--- src/isa_pkg.sv ---
// ISA package: opcodes, instruction word views and the decoded operation
package isa_pkg;

	// Operand width the instruction set is built around
	localparam int word_width = 16;

	typedef enum logic [3:0] {
		ADD = 4'd0,
		ADC = 4'd1,
		SUB = 4'd2,
		SBC = 4'd3,
		CMP = 4'd4,
		SHR = 4'd5,
		SHL = 4'd6,
		LDF = 4'd7,
		NOP = 4'd8
	} opcode_t;

	// One instruction word, two readings of the bits below the opcode
	typedef union packed {
		struct packed {
			opcode_t     opcode;
			logic [3:0]  shamt;
			logic [7:0]  spare;
		} alu_form;
		struct packed {
			opcode_t     opcode;
			logic [1:0]  group;
			logic [9:0]  spare;
		} ldf_form;
	} instr_u;

	typedef struct packed {
		opcode_t                opcode;
		logic [3:0]             shamt;
		logic [word_width-1:0]  a;
		logic [word_width-1:0]  b;
		logic                   we_zmvc;
		logic                   we_legy;
		logic                   we_x;
		logic                   we_user;
		// Y select for SHR, shares the shift path with X
		logic                   we_y;
	} dec_op_t;

endpackage

--- src/flags_pkg.sv ---
// Flags package: R0 status word layout, flag groups and the per-commit update
package flags_pkg;

	// Nine flags on top, user bits below
	localparam int flag_count = 9;
	localparam int user_width = 7;

	typedef struct packed {
		logic                   z;
		logic                   m;
		logic                   v;
		logic                   c;
		logic                   l;
		logic                   e;
		logic                   g;
		logic                   y;
		logic                   x;
		logic [user_width-1:0]  user;
	} r0_word_t;

	typedef enum logic [1:0] {
		ZMVC = 2'd0,
		LEGY = 2'd1,
		X    = 2'd2,
		USER = 2'd3
	} flag_group_t;

	typedef struct packed {
		// Flag values computed by execute
		r0_word_t               cand;
		// Raw word for LDF, user bits come from its low end
		logic [15:0]            load;
		// One bit per flag in R0 order, z first
		logic [flag_count-1:0]  mask;
		logic                   user_we;
		// Take masked flags from load instead of cand
		logic                   from_load;
	} flag_upd_t;

endpackage

--- src/op_decode.sv ---
// Decode stage: latches the strobed instruction and derives flag group enables
module op_decode #(
	parameter int data_width = 16
) (
	input  logic                    clk0,
	input  logic                    reset4,
	input  logic                    instr_strobe,
	input  isa_pkg::instr_u         instr,
	input  logic [data_width-1:0]   op_a,
	input  logic [data_width-1:0]   op_b,
	output logic                    dec_strobe,
	output isa_pkg::dec_op_t        dec_op
);

	import isa_pkg::*;
	import flags_pkg::*;

	dec_op_t      dec_next;
	opcode_t      opcode;
	flag_group_t  group;

	// Opcode sits in the same place in both views
	assign opcode = instr.alu_form.opcode;
	assign group  = flag_group_t'(instr.ldf_form.group);

	always_comb begin
		dec_next         = '0;
		dec_next.opcode  = opcode;
		dec_next.a       = op_a;
		dec_next.b       = op_b;
		case (opcode)
			ADD, ADC, SUB, SBC: begin
				dec_next.we_zmvc = 1'b1;
			end
			CMP: begin
				dec_next.we_legy = 1'b1;
			end
			SHR: begin
				dec_next.shamt   = instr.alu_form.shamt;
				dec_next.we_zmvc = 1'b1;
				dec_next.we_y    = 1'b1;
			end
			SHL: begin
				dec_next.shamt   = instr.alu_form.shamt;
				dec_next.we_zmvc = 1'b1;
				dec_next.we_x    = 1'b1;
			end
			LDF: begin
				// Selector names exactly one group
				case (group)
					ZMVC: dec_next.we_zmvc = 1'b1;
					LEGY: dec_next.we_legy = 1'b1;
					X:    dec_next.we_x    = 1'b1;
					USER: dec_next.we_user = 1'b1;
				endcase
			end
			default: begin
				// NOP and unused encodings commit an empty mask
				dec_next.opcode = NOP;
			end
		endcase
	end

	always_ff @(posedge clk0 or negedge reset4) begin
		if (!reset4) begin
			dec_strobe <= 1'b0;
		end else begin
			dec_strobe <= instr_strobe;
		end
	end

	// Operation payload only moves with a strobe
	always_ff @(posedge clk0) begin
		if (instr_strobe) begin
			dec_op <= dec_next;
		end
	end

endmodule

--- src/alu_execute.sv ---
// Execute stage: arithmetic, compare and shift results with candidate flags
module alu_execute #(
	parameter int data_width = 16
) (
	input  logic                    clk0,
	input  logic                    reset4,
	input  logic                    dec_strobe,
	input  isa_pkg::dec_op_t        dec_op,
	input  flags_pkg::r0_word_t     r0,
	output logic                    exe_strobe,
	output flags_pkg::flag_upd_t    upd,
	output logic [data_width-1:0]   exe_result
);

	import isa_pkg::*;
	import flags_pkg::*;

	logic [data_width-1:0]  a;
	logic [data_width-1:0]  b;
	logic                   cin;
	logic [data_width:0]    arith_ext;
	logic [data_width:0]    shl_ext;
	logic [data_width:0]    shr_ext;
	logic [data_width-1:0]  res;
	logic                   is_shift;
	flag_upd_t              upd_next;

	assign a = dec_op.a;
	assign b = dec_op.b;

	// Carry comes from committed C, no forwarding
	assign cin = (dec_op.opcode == ADC || dec_op.opcode == SBC) ? r0.c : 1'b0;

	// Extra bit above catches carry or borrow
	always_comb begin
		if (dec_op.opcode == SUB || dec_op.opcode == SBC) begin
			arith_ext = {1'b0, a} - {1'b0, b} - {{data_width{1'b0}}, cin};
		end else begin
			arith_ext = {1'b0, a} + {1'b0, b} + {{data_width{1'b0}}, cin};
		end
	end

	// Top bit of shl_ext and bottom bit of shr_ext hold the last bit out
	assign shl_ext = {1'b0, a} << dec_op.shamt;
	assign shr_ext = {a, 1'b0} >> dec_op.shamt;

	assign is_shift = (dec_op.opcode == SHR) || (dec_op.opcode == SHL);

	always_comb begin
		case (dec_op.opcode)
			ADD, ADC, SUB, SBC: res = arith_ext[data_width-1:0];
			SHR:                res = shr_ext[data_width:1];
			SHL:                res = shl_ext[data_width-1:0];
			default:            res = a;
		endcase
	end

	always_comb begin
		upd_next           = '0;
		upd_next.cand.z    = (res == '0);
		upd_next.cand.m    = res[data_width-1];
		upd_next.cand.c    = arith_ext[data_width];
		// Add overflows on like signs, subtract on unlike signs
		if (dec_op.opcode == SUB || dec_op.opcode == SBC) begin
			upd_next.cand.v = (a[data_width-1] != b[data_width-1]) &&
				(res[data_width-1] != a[data_width-1]);
		end else begin
			upd_next.cand.v = (a[data_width-1] == b[data_width-1]) &&
				(res[data_width-1] != a[data_width-1]);
		end
		upd_next.cand.l    = $signed(a) < $signed(b);
		upd_next.cand.e    = (a == b);
		upd_next.cand.g    = $signed(a) > $signed(b);
		upd_next.cand.y    = shr_ext[0];
		upd_next.cand.x    = shl_ext[data_width];
		upd_next.load      = a;
		upd_next.user_we   = dec_op.we_user;
		upd_next.from_load = (dec_op.opcode == LDF);
		// Mask in R0 order: z m v c l e g y x
		upd_next.mask = {
			dec_op.we_zmvc,
			dec_op.we_zmvc,
			dec_op.we_zmvc & ~is_shift,
			dec_op.we_zmvc & ~is_shift,
			dec_op.we_legy,
			dec_op.we_legy,
			dec_op.we_legy,
			dec_op.we_legy | dec_op.we_y,
			dec_op.we_x
		};
	end

	always_ff @(posedge clk0 or negedge reset4) begin
		if (!reset4) begin
			exe_strobe <= 1'b0;
		end else begin
			exe_strobe <= dec_strobe;
		end
	end

	always_ff @(posedge clk0) begin
		if (dec_strobe) begin
			upd        <= upd_next;
			exe_result <= res;
		end
	end

endmodule

--- src/r0_flags.sv ---
// Result stage: R0 status register with masked per-flag updates and commit strobe
module r0_flags (
	input  logic                  clk0,
	input  logic                  reset4,
	input  logic                  exe_strobe,
	input  flags_pkg::flag_upd_t  upd,
	input  logic [15:0]           exe_result,
	output flags_pkg::r0_word_t   r0,
	output logic                  commit_strobe,
	output logic [15:0]           result
);

	import flags_pkg::*;

	r0_word_t  src;
	r0_word_t  r0_next;

	// LDF writes raw operand bits, everything else the computed flags
	assign src = upd.from_load ? r0_word_t'(upd.load) : upd.cand;

	always_comb begin
		r0_next = r0;
		// Flags occupy the bits above the user field
		for (int i = 0; i < flag_count; i++) begin
			if (upd.mask[i]) begin
				r0_next[user_width + i] = src[user_width + i];
			end
		end
		if (upd.user_we) begin
			r0_next.user = upd.load[user_width-1:0];
		end
	end

	always_ff @(posedge clk0 or negedge reset4) begin
		if (!reset4) begin
			r0            <= '0;
			result        <= '0;
			commit_strobe <= 1'b0;
		end else begin
			commit_strobe <= exe_strobe;
			if (exe_strobe) begin
				r0     <= r0_next;
				result <= exe_result;
			end
		end
	end

endmodule

--- src/flag_unit_top.sv ---
// Flag unit top: decode, execute and R0 result stages in a three-cycle pipeline
module flag_unit_top #(
	parameter int data_width = 16
) (
	input  logic                   clk0,
	input  logic                   reset4,
	input  logic                   instr_strobe,
	input  isa_pkg::instr_u        instr,
	input  logic [data_width-1:0]  op_a,
	input  logic [data_width-1:0]  op_b,
	output flags_pkg::r0_word_t    r0,
	output logic                   commit_strobe,
	output logic [15:0]            result
);

	import isa_pkg::*;
	import flags_pkg::*;

	logic                   dec_strobe;
	dec_op_t                dec_op;
	logic                   exe_strobe;
	flag_upd_t              upd;
	logic [data_width-1:0]  exe_result;

	op_decode #(
		.data_width(data_width)
	) u_decode (
		.clk0(clk0),
		.reset4(reset4),
		.instr_strobe(instr_strobe),
		.instr(instr),
		.op_a(op_a),
		.op_b(op_b),
		.dec_strobe(dec_strobe),
		.dec_op(dec_op)
	);

	// Execute reads committed C back from R0
	alu_execute #(
		.data_width(data_width)
	) u_execute (
		.clk0(clk0),
		.reset4(reset4),
		.dec_strobe(dec_strobe),
		.dec_op(dec_op),
		.r0(r0),
		.exe_strobe(exe_strobe),
		.upd(upd),
		.exe_result(exe_result)
	);

	r0_flags u_r0 (
		.clk0(clk0),
		.reset4(reset4),
		.exe_strobe(exe_strobe),
		.upd(upd),
		.exe_result(exe_result),
		.r0(r0),
		.commit_strobe(commit_strobe),
		.result(result)
	);

endmodule

--- config.mk ---
export PLATFORM = sky130hd
export DESIGN_NAME = flag_unit_top
export DESIGN_NICKNAME = d
export VERILOG_FILES = /design/src/isa_pkg.sv /design/src/flags_pkg.sv /design/src/op_decode.sv /design/src/alu_execute.sv /design/src/r0_flags.sv /design/src/flag_unit_top.sv
export SDC_FILE = /design/constraint.sdc
export NUM_CORES = 1
export LEC_CHECK = 0
export ABC_AREA = 1
export BUFFER_PORTS_ARGS = -buffer_cell sky130_fd_sc_hd__buf_2
export CAP_MARGIN = 20
export CORE_MARGIN = 1.5
export CORE_UTILIZATION = 42
export DETAILED_ROUTE_END_ITERATION = 16
export PLACE_DENSITY = 0.68
export SYNTH_ARGS = -nofsm -noshare
export SYNTH_HDL_FRONTEND = slang
export SYNTH_HIERARCHICAL = 1
export SYNTH_SLANG_ARGS = --single-unit
export TNS_END_PERCENT = 20
--- constraint.sdc ---
create_clock -name clk0 -period 3.1 [get_ports clk0]
set_input_delay 0.62 -clock clk0 [delete_from_list [all_inputs] [get_ports clk0]]
set_output_delay 0.62 -clock clk0 [all_outputs]
set_load 0.005 [all_outputs]
==> results of run 1 <==
==> report_power, final <==
| part | internal (W) | switching (W) |
|---|---|---|
| combinational | 0.000577 | 0.00103 |
| sequential | 0.00205 | 0.000146 |
| clock | 0.00137 | 0.000750 |
==> critical path, stage by stage, from the launching register on <==
cell and delay [ns]:
edfxtp_1 0.60, ha_1 0.40, inv_1 0.07, ha_1 0.33, nand2_1 0.07, nand2_1 0.06, nand2_1 0.10, nand2_1 0.07
a21oi_1 0.24, nand2_1 0.14, a21oi_2 0.14, o21bai_1 0.09, and2_1 0.14, o21ai_0 0.14, nand3_1 0.08
==> sequential cells by signal (all words and copies together), names as in the netlist <==
| signal | flops |
|---|---|
| u_execute/exe_strobe | 1 |
| u_decode/dec_strobe | 1 |
| u_execute/exe_result | 16 |
| u_r0/result | 16 |
| u_decode/dec_op | 45 |
| u_r0/commit_strobe | 1 |
| u_execute/upd | 31 |
| u_r0/r0 | 16 |
==> how the worst min path moves through the flow <==
| stage | startpoint | endpoint | slack, ns | cells past startpoint |
|---|---|---|---|---|
| floorplan | reset4 | u_decode/dec_strobe | 0.32 | 0 |
| global placement | u_decode/dec_op[1] | u_execute/upd[1] | 0.40 | 0 |
| detailed placement | u_decode/dec_op[1] | u_execute/upd[1] | 0.41 | 0 |
| CTS | reset4 | u_r0/result[15] | 0.29 | 1 |
| global route | op_b[8] | u_decode/dec_op[13] | 0.34 | 1 |
| finish | reset4 | u_r0/result[15] | 0.27 | 1 |
==> cells in the final DEF, fill, tap and decap left out, drive strengths merged, types with 11 or more instances in the layout <==
cell    instances
nand2         413
inv           166
nand3         122
buf           115
nor2          107
edfxtp         92
ha             61
a21oi          46
o21ai          46
dfrtp          35
clkbuf         23
nor3           11
==> per-layer routing <==
layer,up-vias,global-route usage [%]
met2,287,36.1
met3,36,4.22
met4,0,9.36
met1,3633,32.2
li1,4028,-
met5,-,0
==> through the flow <==
| stage | utilization, % | std cells | total power (W) | TNS (ns) |
|---|---|---|---|---|
| after CTS | 49.3 | 1573 | 0.00593 | 0 |
| final | 49.6 | 1575 | 0.00593 | 0 |
| after global routing | 49.6 | 1575 | 0.00627 | -0.0962 |
| after global placement | 46.3 | 1541 | 0.00375 | 0 |
| after floorplan | - | 1187 | 0.00325 | 0 |
| after detailed placement | 46.3 | 1541 | 0.00378 | -0.0185 |
==> layout make-up <==
type / count / area [um^2] / area share (%)
sequential: 127 / 3640 / 35.0
multi-input combinational: 861 / 4490 / 43.2
timing repair buffer: 115 / 676 / 6.51
tap: 275 / 344 / 3.31
clock inverter: 9 / 159 / 1.53
clock buffer: 23 / 458 / 4.41
inverter: 165 / 622 / 5.99
==> timing repair <==
item / CTS / global route
endpoints found under the setup margin: 1 / 5
gates resized for setup: 1 / 17
setup buffers: 0 / 2
cloned: 0 / 0
pin swaps: 0 / 2
==> flow_summary.yaml, run 1 <==
sta:
  whs_ns: 0.273
  fmax_mhz: 340
  slew_viol_final: 0
  worst_pin_slew_ns: 1.04
  setup_viol: 0
  final-hold-violation-count: 0
  maxSlewHeadroom_pct: 30.8
  fin_crit_ns: 2.94
  rsz0062_at_grt: "true"
  finalCritPeriodShare_pct: 94.9
  setup_ws_ns: 0.158
  skew_ns: 0.0186
finish:
  fillers: 2104
  diodes: 0
  postLayoutCellArea_um2: 10400
  syn_to_final_growth_pct: 16.4
  nNetsFinal: 1403
  layout-drive-gt1-share_pct: 16.1
grt:
  antenna_found_initial: 0
  grt-ovfl-total: 0
  grt_max_degree: 49
  grt_use_total_pct: 23.3
  grt_pass1_wl_um: 38900
  grt_pass1_vias: 7291
cts:
  htree_levels: 4
  cts_tree: "yes"
  clkTransAtPathRegs_ns: 0.06
  cts_sinks: 127
  cts-buffers-inserted: 17
  cts_buffer_depth: 2
  clockRootBuffer: "clkbuf_16"
  insertion_delay_ns: 0.43
  cts_hold_buffers: 0
floorplan:
  die_h_um: 149
  die_w_um: 149
  num_rows: 53
  die-area_um2: 22100
  ios: 84
  core-area_um2: 21000
  initial_utilization_pct: 42.6
status:
  run_status: "completed"
setup_path:
  crit_start: "u_decode/dec_op[28]"
  rrSetupSlack_ns: 0.16
  start_kind: "flip-flop"
  end_kind: "flip-flop"
  timing.rr.start: "u_decode/dec_op[28]"
  cp_data_arrival_time_ns: 3.11
  crit_end: "u_execute/upd[39]"
  critPathKind: "reg2reg"
  rr_endpoint: "u_execute/upd[39]"
  rr_worst_depth: 14
  cp.required_ns: 3.26
  worstPathMaxFanout: 5
yosys:
  netlist_area_um2: 8920
  synth_nets: 1303
  yosys_warnings: 6
  syn_avg_cell_area_um2: 7.52
  synthCells: 1187
drt:
  routedWlPerCell_um: 15.9
  via_count: 7984
  highest_layer: "met4"
  drt_first_pass_iters: 5
  wl_met2_um: 11200
  met1_length_um: 11600
  wirelength_um: 25000
  routed_via_density: 5.07
  dr_wl_met3_um: 1470
  ant_nets: 0
  drc: 0
  drt-initial-drc-count: 779
place:
  gp_congestion: 0.962
  pre_cts_ws_ns: -0.0185
  placed_area_um2: 9700
  hpwl_um: 19300
  numPortBuffers: 75
worst_hold_path:
  hp-class: "in2async"
job:
  cap_violations: 0
power:
  powerDensity_nw_per_um2: 571
  ir_drop_uv: 358
  p_leak_nw: 5.26
Power figures use the tool's default switching activity.
==> run 2, diff against run 1 <==
--- a/config.mk
+++ b/config.mk
@@ -9,9 +9,9 @@
 export BUFFER_PORTS_ARGS = -buffer_cell sky130_fd_sc_hd__buf_2
 export CAP_MARGIN = 20
 export CORE_MARGIN = 1.5
-export CORE_UTILIZATION = 42
+export CORE_UTILIZATION = 30
 export DETAILED_ROUTE_END_ITERATION = 16
-export PLACE_DENSITY = 0.68
+export PLACE_DENSITY = 0.54
 export SYNTH_ARGS = -nofsm -noshare
 export SYNTH_HDL_FRONTEND = slang
 export SYNTH_HIERARCHICAL = 1
==> flow_summary.yaml, run 2 (synthesis gave the netlist of run 1 again) <==
sta:
  fmax_mhz: 345
  fin_crit_ns: 2.90
  final-hold-violation-count: 0
  worst_pin_slew_ns: 1.05
  slew_viol_final: 0
  skew_ns: 0.0116
  tns_ns: 0
  maxSlewHeadroom_pct: 30.3
  setup_viol: 0
  finalCritPeriodShare_pct: 93.6
finish:
  largest_register: "u_decode/dec_op"
  top_regs: "u_decode/dec_op (45), u_execute/upd (31)"
  largest_register_ffs: 45
  nNetsFinal: 1414
  final_cell_mix: "nand2_1 (388), inv_1 (156), nand3_1 (110), nor2_1 (95), edfxtp_1 (92)"
  layout_commonest_cell: "nand2_1"
  syn_to_final_growth_pct: 18.7
  layout-drive-gt1-share_pct: 17.3
  layout.cells.non_filler: 1695
  diodes: 0
drt:
  routed_via_density: 4.69
  drt-initial-drc-count: 725
  via_count: 7952
  wirelength_um: 26600
  drc: 0
  routedWlPerCell_um: 15.7
  ant_nets: 0
  drt_first_pass_iters: 5
worst_hold_path:
  hp-class: "in2async"
grt:
  busiest_layer: "met2"
  grt-ovfl-total: 0
  gr-usage-met1_pct: 24.7
  use_met2_pct: 26.4
  grt_pass1_vias: 7460
  grt_use_total_pct: 17.6
  met3_usage_pct: 3.46
  antenna_found_initial: 0
  grt_pass1_wl_um: 41300
  grt_max_degree: 51
cts:
  cts_tree: "yes"
  cts_sinks: 127
  insertion_delay_ns: 0.43
  cts-buffers-inserted: 17
  clkTransAtPathRegs_ns: 0.06
  cts_buffer_depth: 2
  htree_levels: 4
  clockRootBuffer: "clkbuf_16"
  cts_hold_buffers: 0
floorplan:
  die-area_um2: 30800
  initial_utilization_pct: 30.8
  die_w_um: 175
  ios: 84
  core-area_um2: 29000
  num_rows: 62
  die_h_um: 175
setup_path:
  worstPathMaxFanout: 3
  cp.required_ns: 3.27
  critPathKind: "reg2reg"
  cp_data_arrival_time_ns: 3.07
  start_kind: "flip-flop"
  rr_worst_depth: 19
  end_kind: "flip-flop"
status:
  run_status: "completed"
place:
  numPortBuffers: 75
  placed_cells: 1660
  hpwl_um: 20800
  gp_congestion: 0.951
job:
  cap_violations: 0
power:
  p_comb_share_pct: 28.2
  cellInternalPower_w: 0.00385
  p_sw_w: 0.00203
  p_seq_share_pct: 37.2
  sw_frac_of_total_pct: 34.6
  p_leak_nw: 5.30
  powerDensity_nw_per_um2: 556
  ir_drop_uv: 372
  clockPowerShare_pct: 34.6
run 2: stage by stage:
stage	setup WS (ns)	area (um^2)	hold slack (ns)	utilization (%)	total power [W]
3_5_place_dp	-0.0294	9910	0.408	34.2	0.00383
6_report	0.199	10600	0.280	36.5	0.00588
2_1_floorplan	0.0272	8920	0.324	-	0.00325
5_1_grt	-0.00169	10600	0.344	36.5	0.00626
4_1_cts	0.0118	10500	0.296	36.2	0.00591
3_3_place_gp	0.0325	9910	0.403	34.2	0.00382
run 2: timing repair:
action	4_1_cts	5_1_grt
buffers inserted	0	3
hold endpoints to repair	0	0
setup endpoints to repair	1	5
resized for setup	1	23
gates cloned	0	0
pin swaps	0	3
run 2: area by class of cell:
cell class / count / area [um^2]
fillers: 3097 / 18400
multi-input cells: 861 / 4500
flip-flops and latches: 127 / 3640
repair buffers: 126 / 758
inverters: 165 / 622
well taps: 384 / 480
clock buffers: 18 / 429
clock inverters: 14 / 159
run 2: worst paths after layout:
path / slack, ns / to / from
min in group clk0: 0.36 / u_decode/dec_op[22] / op_a[1]
hold / removal: 0.28 / u_r0/result[12] / reset4
hold reg to reg: 0.43 / u_execute/upd[1] / u_decode/dec_op[1]
setup / recovery: 0.20 / u_execute/upd[39] / u_decode/dec_op[44]
max in group asynchronous: 2.25 / u_decode/dec_strobe / reset4
setup reg to reg: 0.20 / u_execute/upd[39] / u_decode/dec_op[44]
run 2: metal layers:
metal	routed length [um]	part of all wire, %
met5	0	0
met4	903	3.4
met3	1510	5.7
met1	12800	48
met2	11400	43
run 2: critical path, cell delays in order (launching register included):
cell and delay [ns]:
edfxtp_1 0.38, inv_1 0.08, nand2_2 0.05, inv_2 0.05, nand3_2 0.08, fa_2 0.42, fa_2 0.35, inv_1 0.06
nand2_1 0.06, nand2_2 0.08, nand2_2 0.09, nand2_2 0.09, nand2_2 0.07, nand2_2 0.09, nand2_1 0.08, a21oi_2 0.15
o21bai_1 0.10, and2_1 0.15, o21ai_1 0.11, nand3_1 0.08
run 2: power by group through the flow:
stage	combinational [W]	sequential (W)	clock, W
after floorplan	0.00105	0.00219	0
after global placement	0.00159	0.00222	0
after detailed placement	0.00161	0.00223	0
after CTS	0.00162	0.00219	0.00210
after global routing	0.00188	0.00221	0.00217
final	0.00166	0.00219	0.00204
